**src/ialu_pkg.sv**
```systemverilog
//----------------------------------------------------------
// IALU shared definitions
// Operand width, command encoding, adder flags and the
// radix-2 multiplier FSM and counter constants
//----------------------------------------------------------

package ialu_pkg;

    //----------------------------------------------------------
    // Widths
    //----------------------------------------------------------

    localparam int XLEN    = 32;                // Operand width
    localparam int SHAMT_W = 5;                 // Shift amount width, low bits of op2

    //----------------------------------------------------------
    // IALU command encoding
    //----------------------------------------------------------

    typedef enum logic [4:0] {
        ADD,                                    // op1 + op2
        SUB,                                    // op1 - op2
        SUB_LT,                                 // Signed less than
        SUB_LTU,                                // Unsigned less than
        SUB_EQ,                                 // Equal
        SUB_NE,                                 // Not equal
        SUB_GE,                                 // Signed greater or equal
        SUB_GEU,                                // Unsigned greater or equal
        AND,
        OR,
        XOR,
        SLL,                                    // Logical left
        SRL,                                    // Logical right
        SRA,                                    // Arithmetic right
        MUL,                                    // Low word, signed x signed
        MULH,                                   // High word, signed x signed
        MULHSU,                                 // High word, signed x unsigned
        MULHU,                                  // High word, unsigned x unsigned
        NONE
    } ialu_cmd_e;

    // Main adder flags, valid for subtraction
    typedef struct packed {
        logic z;                                // Zero
        logic s;                                // Sign
        logic o;                                // Signed overflow
        logic c;                                // Carry, i.e. unsigned borrow
    } ialu_flags_s;

    //----------------------------------------------------------
    // Multiplier
    //----------------------------------------------------------

    // One-hot counter preload, reaches bit 0 after 30 shifts
    localparam logic [XLEN-1:0] MUL_CNT_INIT = XLEN'(1) << (XLEN - 2);

    typedef enum logic {
        IDLE,                                   // First step, ready for zero operands
        ITER                                    // Remaining 31 steps
    } mdu_state_e;

endpackage : ialu_pkg

```
**src/ialu_main_adder.sv**
```systemverilog
//----------------------------------------------------------
// IALU main adder
// ADD, SUB and the subtract-based comparisons, with flags
//----------------------------------------------------------

`timescale 1ns/1ns

module ialu_main_adder (
    input  ialu_pkg::ialu_cmd_e          cmd_i,     // IALU command
    input  logic [ialu_pkg::XLEN-1:0]    op1_i,     // 1st operand
    input  logic [ialu_pkg::XLEN-1:0]    op2_i,     // 2nd operand
    output logic [ialu_pkg::XLEN-1:0]    sum_o,     // Sum or difference
    output ialu_pkg::ialu_flags_s        flags_o    // Flags for comparisons
);

    logic                       is_sub;             // Anything but ADD subtracts
    logic [ialu_pkg::XLEN:0]    sum_full;           // Extra top bit is the carry
    logic                       op1_sgn;
    logic                       op2_eff_sgn;        // op2 sign as seen by the adder
    logic                       res_sgn;

    //----------------------------------------------------------
    // Add / subtract
    //----------------------------------------------------------

    assign is_sub = (cmd_i != ialu_pkg::ADD);

    always_comb begin
        if (is_sub) begin
            sum_full = {1'b0, op1_i} - {1'b0, op2_i};   // Comparisons land here too
        end else begin
            sum_full = {1'b0, op1_i} + {1'b0, op2_i};
        end
    end

    assign sum_o = sum_full[ialu_pkg::XLEN-1:0];

    //----------------------------------------------------------
    // Flags
    //----------------------------------------------------------

    assign op1_sgn     = op1_i[ialu_pkg::XLEN-1];
    assign op2_eff_sgn = op2_i[ialu_pkg::XLEN-1] ^ is_sub;  // Negated op2 for SUB
    assign res_sgn     = sum_full[ialu_pkg::XLEN-1];

    always_comb begin
        flags_o.c = sum_full[ialu_pkg::XLEN];           // Borrow when op1 < op2 unsigned
        flags_o.z = ~|sum_full[ialu_pkg::XLEN-1:0];
        flags_o.s = res_sgn;
        // Same-sign operands giving an opposite-sign result
        flags_o.o = (op1_sgn == op2_eff_sgn) & (res_sgn != op1_sgn);
    end

endmodule : ialu_main_adder

```
**src/ialu_shift_logic.sv**
```systemverilog
//----------------------------------------------------------
// IALU shifter and bitwise logic
// SLL, SRL, SRA by op2[4:0], plus AND, OR and XOR
//----------------------------------------------------------

`timescale 1ns/1ns

module ialu_shift_logic (
    input  ialu_pkg::ialu_cmd_e          cmd_i,     // IALU command
    input  logic [ialu_pkg::XLEN-1:0]    op1_i,     // Value to shift, 1st logic operand
    input  logic [ialu_pkg::XLEN-1:0]    op2_i,     // Shift amount, 2nd logic operand
    output logic [ialu_pkg::XLEN-1:0]    shl_res_o  // Shift or logic result
);

    logic [1:0]                         shft_kind;  // 00 left, 10 right, 11 arith right
    logic signed [ialu_pkg::XLEN-1:0]   shft_op1;   // Signed so >>> fills with sign
    logic [ialu_pkg::SHAMT_W-1:0]       shft_amt;
    logic [ialu_pkg::XLEN-1:0]          shft_res;

    //----------------------------------------------------------
    // Shifter
    //----------------------------------------------------------

    assign shft_kind = {(cmd_i != ialu_pkg::SLL), (cmd_i == ialu_pkg::SRA)};
    assign shft_op1  = op1_i;
    assign shft_amt  = op2_i[ialu_pkg::SHAMT_W-1:0];

    always_comb begin
        case (shft_kind)
            2'b10   : shft_res = shft_op1 >> shft_amt;
            2'b11   : shft_res = shft_op1 >>> shft_amt;
            default : shft_res = shft_op1 << shft_amt;
        endcase
    end

    // Zero for commands owned by other units
    always_comb begin
        case (cmd_i)
            ialu_pkg::SLL, ialu_pkg::SRL, ialu_pkg::SRA : shl_res_o = shft_res;
            ialu_pkg::AND : shl_res_o = op1_i & op2_i;
            ialu_pkg::OR  : shl_res_o = op1_i | op2_i;
            ialu_pkg::XOR : shl_res_o = op1_i ^ op2_i;
            default       : shl_res_o = '0;
        endcase
    end

endmodule : ialu_shift_logic

```
**src/ialu_mul_seq.sv**
```systemverilog
//----------------------------------------------------------
// IALU radix-2 sequential multiplier
// MUL, MULH, MULHSU, MULHU, one multiplier bit per cycle,
// a single 33-bit adder and shared high/low result registers
//----------------------------------------------------------

`timescale 1ns/1ns

module ialu_mul_seq (
    input  logic                        clk,
    input  logic                        rst_n,
    input  ialu_pkg::ialu_cmd_e         cmd_i,          // IALU command
    input  logic [ialu_pkg::XLEN-1:0]   op1_i,          // Multiplicand
    input  logic [ialu_pkg::XLEN-1:0]   op2_i,          // Multiplier
    input  logic                        mdu_cmd_vd_i,   // Command valid, held until ready
    output logic [ialu_pkg::XLEN-1:0]   mul_res_o,      // Selected product word
    output logic                        mul_rdy_o       // Result valid this cycle
);

    // Command decode
    logic                               is_mul;
    logic                               is_hi;          // Upper word requested
    logic                               op1_is_sgn;
    logic                               op2_is_sgn;
    logic                               ops_non_zero;

    // FSM and counter
    ialu_pkg::mdu_state_e               state_ff;
    ialu_pkg::mdu_state_e               state_next;
    logic                               state_idle;
    logic                               iter_req;       // Start of an iterative multiply
    logic                               res_upd;        // Advance registers this cycle
    logic [ialu_pkg::XLEN-1:0]          cnt_ff;         // One-hot, bit 0 marks last step
    logic [ialu_pkg::XLEN-1:0]          cnt_next;

    // Datapath
    logic signed [ialu_pkg::XLEN:0]     mul_op1;        // Sign- or zero-extended op1
    logic [ialu_pkg::XLEN-1:0]          lo_src;         // op2 on first step, then lo_ff
    logic                               mul_bit;        // Current multiplier bit
    logic                               mul_neg;        // Signed weight on the last step
    logic signed [ialu_pkg::XLEN:0]     part_prod;
    logic signed [ialu_pkg::XLEN:0]     sum_op1;        // Extended high register
    logic signed [ialu_pkg::XLEN:0]     sum_res;        // MDU adder output
    logic [ialu_pkg::XLEN-1:0]          mul_res_hi;
    logic [ialu_pkg::XLEN-1:0]          mul_res_lo;
    logic [ialu_pkg::XLEN-1:0]          hi_ff;
    logic [ialu_pkg::XLEN-1:0]          lo_ff;

    //----------------------------------------------------------
    // Command decode
    //----------------------------------------------------------

    assign is_mul = (cmd_i == ialu_pkg::MUL)    | (cmd_i == ialu_pkg::MULH)
                  | (cmd_i == ialu_pkg::MULHSU) | (cmd_i == ialu_pkg::MULHU);
    assign is_hi      = is_mul & (cmd_i != ialu_pkg::MUL);
    assign op1_is_sgn = (cmd_i != ialu_pkg::MULHU);
    assign op2_is_sgn = (cmd_i == ialu_pkg::MUL) | (cmd_i == ialu_pkg::MULH);
    assign ops_non_zero = (|op1_i) & (|op2_i);      // Zero operand is answered in IDLE

    //----------------------------------------------------------
    // FSM
    //----------------------------------------------------------

    assign state_idle = (state_ff == ialu_pkg::IDLE);
    assign iter_req   = is_mul & ops_non_zero & state_idle;
    assign mul_rdy_o  = state_idle ? ~iter_req : cnt_ff[0];
    assign res_upd    = mdu_cmd_vd_i & is_mul & ~mul_rdy_o;

    always_ff @(posedge clk, negedge rst_n) begin
        if (!rst_n) begin
            state_ff <= ialu_pkg::IDLE;
        end else begin
            state_ff <= state_next;
        end
    end

    always_comb begin
        state_next = ialu_pkg::IDLE;                // Dropped valid returns to IDLE
        if (mdu_cmd_vd_i) begin
            case (state_ff)
                ialu_pkg::IDLE : state_next = iter_req ? ialu_pkg::ITER : ialu_pkg::IDLE;
                ialu_pkg::ITER : state_next = cnt_ff[0] ? ialu_pkg::IDLE : ialu_pkg::ITER;
                default        : state_next = ialu_pkg::IDLE;
            endcase
        end
    end

    // Iteration counter
    assign cnt_next = state_idle ? ialu_pkg::MUL_CNT_INIT : (cnt_ff >> 1);

    always_ff @(posedge clk) begin
        if (res_upd) begin
            cnt_ff <= cnt_next;
        end
    end

    //----------------------------------------------------------
    // Partial product and MDU adder
    //----------------------------------------------------------

    assign mul_op1   = $signed({op1_is_sgn & op1_i[ialu_pkg::XLEN-1], op1_i});
    assign lo_src    = state_idle ? op2_i : lo_ff;
    assign mul_bit   = lo_src[0];
    assign mul_neg   = ~state_idle & cnt_ff[0] & op2_is_sgn;    // Bit 31 weighs -2^31
    assign part_prod = ~mul_bit ? '0 : (mul_neg ? -mul_op1 : mul_op1);

    assign sum_op1 = state_idle ? '0
                   : $signed({op1_is_sgn & hi_ff[ialu_pkg::XLEN-1], hi_ff});
    assign sum_res = sum_op1 + part_prod;

    // Whole 64-bit accumulator shifts right by one per step
    assign {mul_res_hi, mul_res_lo} = {sum_res, lo_src[ialu_pkg::XLEN-1:1]};

    always_ff @(posedge clk) begin
        if (res_upd) begin
            hi_ff <= mul_res_hi;
            lo_ff <= mul_res_lo;
        end
    end

    // Zero in IDLE covers the zero-operand case
    assign mul_res_o = state_idle ? '0 : (is_hi ? mul_res_hi : mul_res_lo);

endmodule : ialu_mul_seq

```
**src/ialu_result_mux.sv**
```systemverilog
//----------------------------------------------------------
// IALU result multiplexer
// Picks the unit result, forms compare bits from the flags
//----------------------------------------------------------

`timescale 1ns/1ns

module ialu_result_mux (
    input  ialu_pkg::ialu_cmd_e         cmd_i,          // IALU command
    input  logic [ialu_pkg::XLEN-1:0]   sum_i,          // Main adder result
    input  ialu_pkg::ialu_flags_s       flags_i,        // Main adder flags
    input  logic [ialu_pkg::XLEN-1:0]   shl_res_i,      // Shift / logic result
    input  logic [ialu_pkg::XLEN-1:0]   mul_res_i,      // Multiplier result
    input  logic                        mul_rdy_i,      // Multiplier ready
    output logic [ialu_pkg::XLEN-1:0]   res_o,          // IALU result
    output logic                        cmp_res_o,      // Branch condition
    output logic                        mdu_res_rdy_o   // Result ready for MUL commands
);

    logic cond_lt;                                      // Signed op1 < op2
    logic cond_ltu;                                     // Unsigned op1 < op2
    logic cond_eq;

    assign cond_lt  = flags_i.s ^ flags_i.o;
    assign cond_ltu = flags_i.c;
    assign cond_eq  = flags_i.z;

    //----------------------------------------------------------
    // Comparison bit
    //----------------------------------------------------------

    always_comb begin
        case (cmd_i)
            ialu_pkg::SUB_LT  : cmp_res_o = cond_lt;
            ialu_pkg::SUB_LTU : cmp_res_o = cond_ltu;
            ialu_pkg::SUB_EQ  : cmp_res_o = cond_eq;
            ialu_pkg::SUB_NE  : cmp_res_o = ~cond_eq;
            ialu_pkg::SUB_GE  : cmp_res_o = ~cond_lt;
            ialu_pkg::SUB_GEU : cmp_res_o = ~cond_ltu;
            default           : cmp_res_o = 1'b0;
        endcase
    end

    //----------------------------------------------------------
    // Result and ready
    //----------------------------------------------------------

    always_comb begin
        res_o         = '0;
        mdu_res_rdy_o = 1'b1;                           // Single-cycle unless multiplying
        case (cmd_i)
            ialu_pkg::ADD, ialu_pkg::SUB : res_o = sum_i;
            ialu_pkg::SUB_LT, ialu_pkg::SUB_LTU, ialu_pkg::SUB_EQ,
            ialu_pkg::SUB_NE, ialu_pkg::SUB_GE, ialu_pkg::SUB_GEU : begin
                res_o = {{(ialu_pkg::XLEN-1){1'b0}}, cmp_res_o};   // Set result
            end
            ialu_pkg::AND, ialu_pkg::OR, ialu_pkg::XOR,
            ialu_pkg::SLL, ialu_pkg::SRL, ialu_pkg::SRA : res_o = shl_res_i;
            ialu_pkg::MUL, ialu_pkg::MULH, ialu_pkg::MULHSU, ialu_pkg::MULHU : begin
                res_o         = mul_res_i;
                mdu_res_rdy_o = mul_rdy_i;
            end
            default : res_o = '0;
        endcase
    end

endmodule : ialu_result_mux

```
**src/ialu_top.sv**
```systemverilog
//----------------------------------------------------------
// IALU top level
// Adder, shift/logic, sequential multiplier and result mux
//----------------------------------------------------------

`timescale 1ns/1ns

module ialu_top (
    input  logic                        clk,
    input  logic                        rst_n,
    input  ialu_pkg::ialu_cmd_e         cmd_i,          // IALU command from execute stage
    input  logic [ialu_pkg::XLEN-1:0]   op1_i,
    input  logic [ialu_pkg::XLEN-1:0]   op2_i,
    input  logic                        mdu_cmd_vd_i,   // Multiply command valid
    output logic [ialu_pkg::XLEN-1:0]   res_o,
    output logic                        cmp_res_o,
    output logic                        mdu_res_rdy_o
);

    logic [ialu_pkg::XLEN-1:0]  sum;
    ialu_pkg::ialu_flags_s      flags;
    logic [ialu_pkg::XLEN-1:0]  shl_res;
    logic [ialu_pkg::XLEN-1:0]  mul_res;
    logic                       mul_rdy;

    ialu_main_adder u_adder (
        .cmd_i      (cmd_i),
        .op1_i      (op1_i),
        .op2_i      (op2_i),
        .sum_o      (sum),
        .flags_o    (flags)
    );

    ialu_shift_logic u_shift_logic (
        .cmd_i      (cmd_i),
        .op1_i      (op1_i),
        .op2_i      (op2_i),
        .shl_res_o  (shl_res)
    );

    ialu_mul_seq u_mul (
        .clk            (clk),
        .rst_n          (rst_n),
        .cmd_i          (cmd_i),
        .op1_i          (op1_i),
        .op2_i          (op2_i),
        .mdu_cmd_vd_i   (mdu_cmd_vd_i),
        .mul_res_o      (mul_res),
        .mul_rdy_o      (mul_rdy)
    );

    ialu_result_mux u_res_mux (
        .cmd_i          (cmd_i),
        .sum_i          (sum),
        .flags_i        (flags),
        .shl_res_i      (shl_res),
        .mul_res_i      (mul_res),
        .mul_rdy_i      (mul_rdy),
        .res_o          (res_o),
        .cmp_res_o      (cmp_res_o),
        .mdu_res_rdy_o  (mdu_res_rdy_o)
    );

endmodule : ialu_top

```
**config.mk**
```make
export PLATFORM = sky130hd
export DESIGN_NAME = ialu_top
export DESIGN_NICKNAME = d
export VERILOG_FILES = /design/src/ialu_pkg.sv /design/src/ialu_main_adder.sv /design/src/ialu_shift_logic.sv /design/src/ialu_mul_seq.sv /design/src/ialu_result_mux.sv /design/src/ialu_top.sv
export SDC_FILE = /design/constraint.sdc
export NUM_CORES = 1
export LEC_CHECK = 0
export ABC_AREA = 1
export BUFFER_PORTS_ARGS = -buffer_cell sky130_fd_sc_hd__buf_2
export CAP_MARGIN = 0
export CELL_PAD_IN_SITES_DETAIL_PLACEMENT = 1
export CELL_PAD_IN_SITES_GLOBAL_PLACEMENT = 2
export CORE_UTILIZATION = 34
export DETAILED_ROUTE_END_ITERATION = 7
export PLACE_DENSITY_LB_ADDON = 0.1
export SYNTH_ARGS = -nofsm -noshare
export SYNTH_HDL_FRONTEND = slang
export SYNTH_SLANG_ARGS = --single-unit
export TNS_END_PERCENT = 5
```
**constraint.sdc**
```tcl
create_clock -name clk -period 6.5 [get_ports clk]
set_input_delay 0.975 -clock clk [delete_from_list [all_inputs] [get_ports clk]]
set_output_delay 0.975 -clock clk [all_outputs]
set_load 0.02 [all_outputs]
```
==> results of run 1 <==
==> state kept, by name, summed over array words and instances, names as in the netlist <==
name,count
u_mul.hi_ff,32
u_mul.lo_ff,32
u_mul.cnt_ff,31
u_mul.state_ff,1
==> layout make-up <==
cell class | instances | area (sq um) | share of cell area, %
clock buffer | 9 | 225 | 1.28
clock inverter | 7 | 73.8 | 0.418
inverter | 406 | 1530 | 8.67
multi-input combinational | 2109 | 11200 | 63.3
sequential | 96 | 2880 | 16.3
tap | 600 | 751 | 4.25
timing repair buffer | 169 | 1020 | 5.79
==> synth_stat cells (all sizes together) (10+ instances only) <==
library cell,count
a31oi,10
nand4,35
nor3,28
o2111ai,11
buf,35
nand3,153
o211ai,19
nor2,237
a21oi,183
mux2i,12
clkbuf,69
a221oi,23
o21ai,286
inv,404
ha,131
o21a,15
edfxtp,95
nand2,808
nor4,11
or2,39
xor2,50
a21o,12
==> worst reg2reg max path, delay by kind of cell, from the launching register on <==
family / cells / cell delay [ns]
XOR/XNOR: 1 / 0.16
adder cells (fa/ha/maj): 1 / 0.40
flip-flops: 1 / 0.67
AND/OR/NAND/NOR: 5 / 0.95
AO/OA/AOI/OAI: 6 / 1.07
buffers and inverters: 3 / 0.46
==> worst max path at each step <==
stage	slack [ns]	to	cells past startpoint	start
after floorplan	0.87	res_o[0]	28	op2_i[1]
final	0.23	res_o[28]	25	op1_i[1]
after detailed placement	-0.12	res_o[26]	24	op1_i[1]
after global placement	-0.06	res_o[26]	24	op1_i[1]
after CTS	0.01	res_o[28]	25	op1_i[1]
after global routing	-0.008	res_o[26]	24	op1_i[1]
==> layer usage <==
layer | global-route usage (%) | vias to the layer above | routed length, um
li1 | - | 9060 | -
met1 | 50.9 | 9455 | 40100
met2 | 56.5 | 777 | 38400
met3 | 6.10 | 169 | 6350
met4 | 17.1 | 2 | 4560
met5 | 0 | - | 13
==> power breakdown <==
group	internal, W	switching, W
combinational	0.000311	0.000862
sequential	0.000691	0.00000498
clock	0.000272	0.000275
==> stage by stage <==
stage,setup TNS [ns],utilization [%],hold WS [ns]
floorplan,0,-,0.481
CTS,0,38.4,0.352
detailed placement,-0.136,37.7,0.498
finish,0,38.6,0.363
global route,-0.0151,38.6,0.346
global placement,-0.0649,37.7,0.485
==> timing repair <==
| action | in CTS | in global routing |
|---|---|---|
| buffers inserted | 0 | 1 |
| resized for setup | 2 | 20 |
| endpoints found under the setup margin | 2 | 14 |
| gates cloned | 0 | 0 |
| pin swaps | 0 | 3 |
==> cell families (layout without fill, tap and decap cells) <==
kind of cell | after synthesis | count (layout) | synth area share, %
DFF | 96 | 96 | 18.1
AOI/OAI and AO/OA | 585 | 585 | 20.4
buffers and inverters | 510 | 591 | 12.3
muxes | 12 | 12 | 0.754
and+or+nand+nor | 1326 | 1326 | 35.0
xor gates and xnor gates | 53 | 53 | 2.91
adders and majority gates | 133 | 133 | 10.5
==> impl_metrics.json, run 1 <==
{
  "crit_type": "in -> out",
  "viasPerCell": 5.73,
  "die_x_um": 218,
  "cts-root-buf": "clkbuf_16",
  "cts_buffers": 9,
  "antenna_left": 0,
  "final-setup-viol-count": 0,
  "required_ns": 5.52,
  "netlist_area_sq_um": 15900,
  "grt_use_total_pct": 37.1,
  "worst_pin_slew_ns": 1.20,
  "cp_top_family": "simple AND/OR/NAND/NOR gates",
  "crit_top_cell": "nand2_1",
  "num_antenna_cells": 0,
  "ys.flop_type": "edfxtp_1",
  "synthTopCellsByArea": "nand2_1, edfxtp_1, ha_1",
  "worst_clock_skew_ns": 0.00906,
  "hold_viol_final": 0,
  "grt_pass1_vias": 19214,
  "insertion_delay_ns": 0.37,
  "startpoint_type": "input pin",
  "hp-class": "in -> async",
  "clk_pin_slew_ns": 0.07,
  "worstPathArrival_ns": 5.30,
  "power-per-cell-area_nw_per_um2": 137,
  "synth_edf_count": 95,
  "leakagePower_nw": 9.10,
  "rows": 78,
  "syn_nets": 2920,
  "final_cell_mix": "nand2_1, inv_1, o21ai_0",
  "areaGrowthSynthToFinish_pct": 10.8,
  "synth_largest_area_cell": "nand2_1",
  "dp_hpwl_um": 73800,
  "grt_pass1_wl_um": 129000,
  "ys_seq_elements": 96,
  "design_area_sq_um": 17700,
  "place_area_sq_um": 17300,
  "grt_overflow": 0,
  "cts.sinks": 96,
  "slew_headroom_pct": 19.5,
  "rsz0062_at_grt": "true",
  "drive_gt1_share_pct": 9.87,
  "ios": 106,
  "yosysSeqAreaShare_pct": 18.1,
  "synth_top_area_share_pct": 18.9,
  "crit_slowest_cell": "o21ai_0",
  "num-fill-cells": 6300,
  "drtPass1Iterations": 5,
  "cts_max_path_buffers": 2,
  "drcViolationCount": 0,
  "vdd_drop_max_mv": 0.118,
  "hold_buffers": 0,
  "pre_cts_slack_ns": -0.118,
  "finalNonFillerCells": 3396,
  "p_total_w": 0.00242,
  "fin_ws_ns": 0.228,
  "start_util_pct": 34.8,
  "max_freq_mhz": 159,
  "vias": 19463,
  "drtIter0Drc": 1917,
  "grt_max_degree": 73,
  "syn_inst": 2715,
  "routed_wl_um": 89400,
  "reg2regPathDepth": 16,
  "antenna_found_initial": 2,
  "r2r-start": "u_mul.state_ff$_DFF_PN0_",
  "status": "finished clean",
  "die-area_sq_um": 47700,
  "endpoint_kind": "output pin",
  "crit_fanout": 6,
  "r2r_slack_ns": 2.52,
  "path_buf_inv": 4,
  "die_h_um": 218,
  "timing.rr.end": "u_mul.hi_ff[24]$_DFFE_PP_",
  "yosys_warnings": 0,
  "cts_tree": "done",
  "gp_congestion": 0.999,
  "synth_cell_type_count": 53,
  "max_stage_delay_ns": 0.45,
  "wl_per_cell_um": 26.3,
  "slew_viol_final": 0,
  "numPortBuffers": 105,
  "dpl.cell_count": 3379,
  "core_sq_um": 45800,
  "period_needed_ns": 6.27,
  "h-tree-depth": 3,
  "maxCapViolations": 0,
  "fin_crit_sh_pct": 96.5,
  "synth-async-reset-ratio_pct": 1.04,
  "final_common_cell": "nand2_1",
  "fin_nets": 2996,
  "avgSynthCellArea_sq_um": 5.87
}
Power figures use the tool's default switching activity.
==> run 2: changes to the inputs <==
- BUFFER_PORTS_ARGS: -buffer_cell sky130_fd_sc_hd__buf_2 -> -buffer_cell sky130_fd_sc_hd__buf_4
==> run 2 against run 1 <==
- clock power grew 8.6%
- first-iteration DRC count increased by 0.52%
- cell count decreased by 0.18%
- register-to-register slack worse by 0.02 ns
- power increased by 2.5%
- via count fell by 0.55%
- sequential share of layout area shrank 0.17 points
- clock skew up 0.0021 ns
- combinational power about the same
- sequential power barely moved
- global-route usage shrank 0.26 points
- count of clock-buffer cells in the layout unchanged
- critical path type unchanged
- critical endpoint is now res_o[12]
- largest cell class unchanged
==> impl_metrics.json, run 2 (synthesized netlist as in run 1, its figures left out) <==
{
  "status": "finished clean",
  "startpoint_type": "input pin",
  "die-area_sq_um": 47700,
  "wl_per_cell_um": 26.2,
  "rows": 78,
  "largestRegisters": "u_mul.hi_ff x32, u_mul.lo_ff x32, u_mul.cnt_ff x31",
  "crit_fanout": 68,
  "multi_input_area_sq_um": 11100,
  "drive_gt1_share_pct": 9.15,
  "drtPass1Iterations": 5,
  "leakagePower_nw": 9.14,
  "vias": 19355,
  "final-setup-viol-count": 0,
  "gp_congestion": 1.02,
  "grt-busiest-layer": "met2",
  "ios": 106,
  "antenna_left": 0,
  "worst_pin_slew_ns": 1.11,
  "drtIter0Drc": 1927,
  "die_x_um": 218,
  "grt_util_met3_pct": 4.47,
  "required_ns": 5.52,
  "numPortBuffers": 105,
  "p_total_w": 0.00248,
  "start_util_pct": 34.8,
  "num-fill-cells": 6245,
  "cts_tree": "done",
  "hold_viol_final": 0,
  "cts.sinks": 96,
  "slew_viol_final": 0,
  "globalRouteMet1Util_pct": 51.2,
  "grt_pass1_wl_um": 128000,
  "worst_clock_skew_ns": 0.0112,
  "viasPerCell": 5.71,
  "maxCapViolations": 0,
  "place_area_sq_um": 17500,
  "h-tree-depth": 3,
  "core_sq_um": 45800,
  "drcViolationCount": 0,
  "fin_crit_sh_pct": 96.1,
  "antenna_found_initial": 4,
  "max_freq_mhz": 160,
  "grt_util_met2_pct": 57.4,
  "grt_pass1_vias": 18912,
  "insertion_delay_ns": 0.37,
  "cts_max_path_buffers": 2,
  "pre_cts_slack_ns": 0.0337,
  "clk_pin_slew_ns": 0.07,
  "worstPathArrival_ns": 5.27,
  "hp-class": "in -> async",
  "period_needed_ns": 6.25,
  "fin_ws_ns": 0.252,
  "cts-root-buf": "clkbuf_16",
  "slew_headroom_pct": 25.6,
  "vdd_drop_max_mv": 0.102,
  "ff_latch_area_sq_um": 2880,
  "areaGrowthSynthToFinish_pct": 12.0,
  "endpoint_kind": "output pin",
  "dp_hpwl_um": 73100,
  "die_h_um": 218,
  "final_cell_mix": "nand2_1, inv_1, o21ai_0",
  "postCtsSetupRepairBufs": 0,
  "rsz0062_at_grt": "false",
  "fin_nets": 2988,
  "dpl.cell_count": 3372,
  "power-per-cell-area_nw_per_um2": 139,
  "design_area_sq_um": 17900,
  "grt_max_degree": 83,
  "final_common_cell": "nand2_1",
  "cts_buffers": 9,
  "routed_wl_um": 88800,
  "finalNonFillerCells": 3390,
  "grt_use_total_pct": 36.9,
  "tns_ns": 0,
  "crit_type": "in -> out",
  "grt_overflow": 0
}
run 2: cell types whose count changed in the layout (fill, tap and decap cells not counted), moves of 3 or more:
cell / delta
o21ai_0: -3
nor2_1: +4
buf_4: +97
buf_2: -105
nor2_2: -5
o21ai_1: +4
run 2: stage by stage:
step / hold WS [ns] / utilization [%]
floorplan: 0.481 / -
global placement: 0.482 / 38.2
detailed placement: 0.496 / 38.2
CTS: 0.352 / 38.9
global route: 0.354 / 39.0
finish: 0.363 / 39.0
run 2: per-layer routing:
metal	vias up	wire [um]
li1	9025	-
met1	9476	40500
met2	700	38900
met3	152	5400
met4	2	3960
met5	-	13
run 2: path summary, 6_finish.rpt:
path | start | end | slack, ns | cells after the start
worst max-delay path | op2_i[0] | res_o[12] | 0.25 | 17
worst min register to register | u_mul.cnt_ff[23]$_SDFFCE_PN0P_ | u_mul.cnt_ff[22]$_SDFFCE_PN0P_ | 0.50 | 2
max in group asynchronous | rst_n | u_mul.state_ff$_DFF_PN0_ | 6.05 | 1
worst min-delay path | rst_n | u_mul.state_ff$_DFF_PN0_ | 0.36 | 1
worst max register to register | u_mul.state_ff$_DFF_PN0_ | u_mul.hi_ff[24]$_DFFE_PP_ | 2.50 | 16
min in group clk | u_mul.cnt_ff[23]$_SDFFCE_PN0P_ | u_mul.cnt_ff[22]$_SDFFCE_PN0P_ | 0.50 | 2
run 2: critical path, cell delays in order:
cell and delay, ns:
buf_4 0.18, buf_6 0.43, o21ai_1 0.15, inv_1 0.20, buf_4 0.29, o21ai_0 0.12
a21oi_1 0.19, ha_1 0.31, nand2_1 0.17, inv_1 0.05, a21oi_1 0.17, o21ai_0 0.12
a21oi_1 0.32, xor2_1 0.25, o21ai_0 0.65, nand4_1 0.37, buf_4 0.27
run 2: final cells by class:
cell class | instances | area share (%)
multi-input combinational | 2109 | 62.4
sequential | 96 | 16.1
inverter | 406 | 8.58
timing repair buffer | 161 | 6.86
tap | 600 | 4.21
clock buffer | 9 | 1.26
clock inverter | 7 | 0.540
antenna | 2 | 0.0280
run 2: report_power, final:
part | total, W | switching, W | internal (W)
Clock | 0.000594 | 0.000282 | 0.000312
Combinational | 0.00119 | 0.000859 | 0.000329
Sequential | 0.000694 | 0.00000364 | 0.000691
run 2: timing repair:
action,CTS,global route
endpoints found under the hold margin,0,0
setup endpoints to repair,0,13
hold buffers,0,0
gates resized for setup,0,13
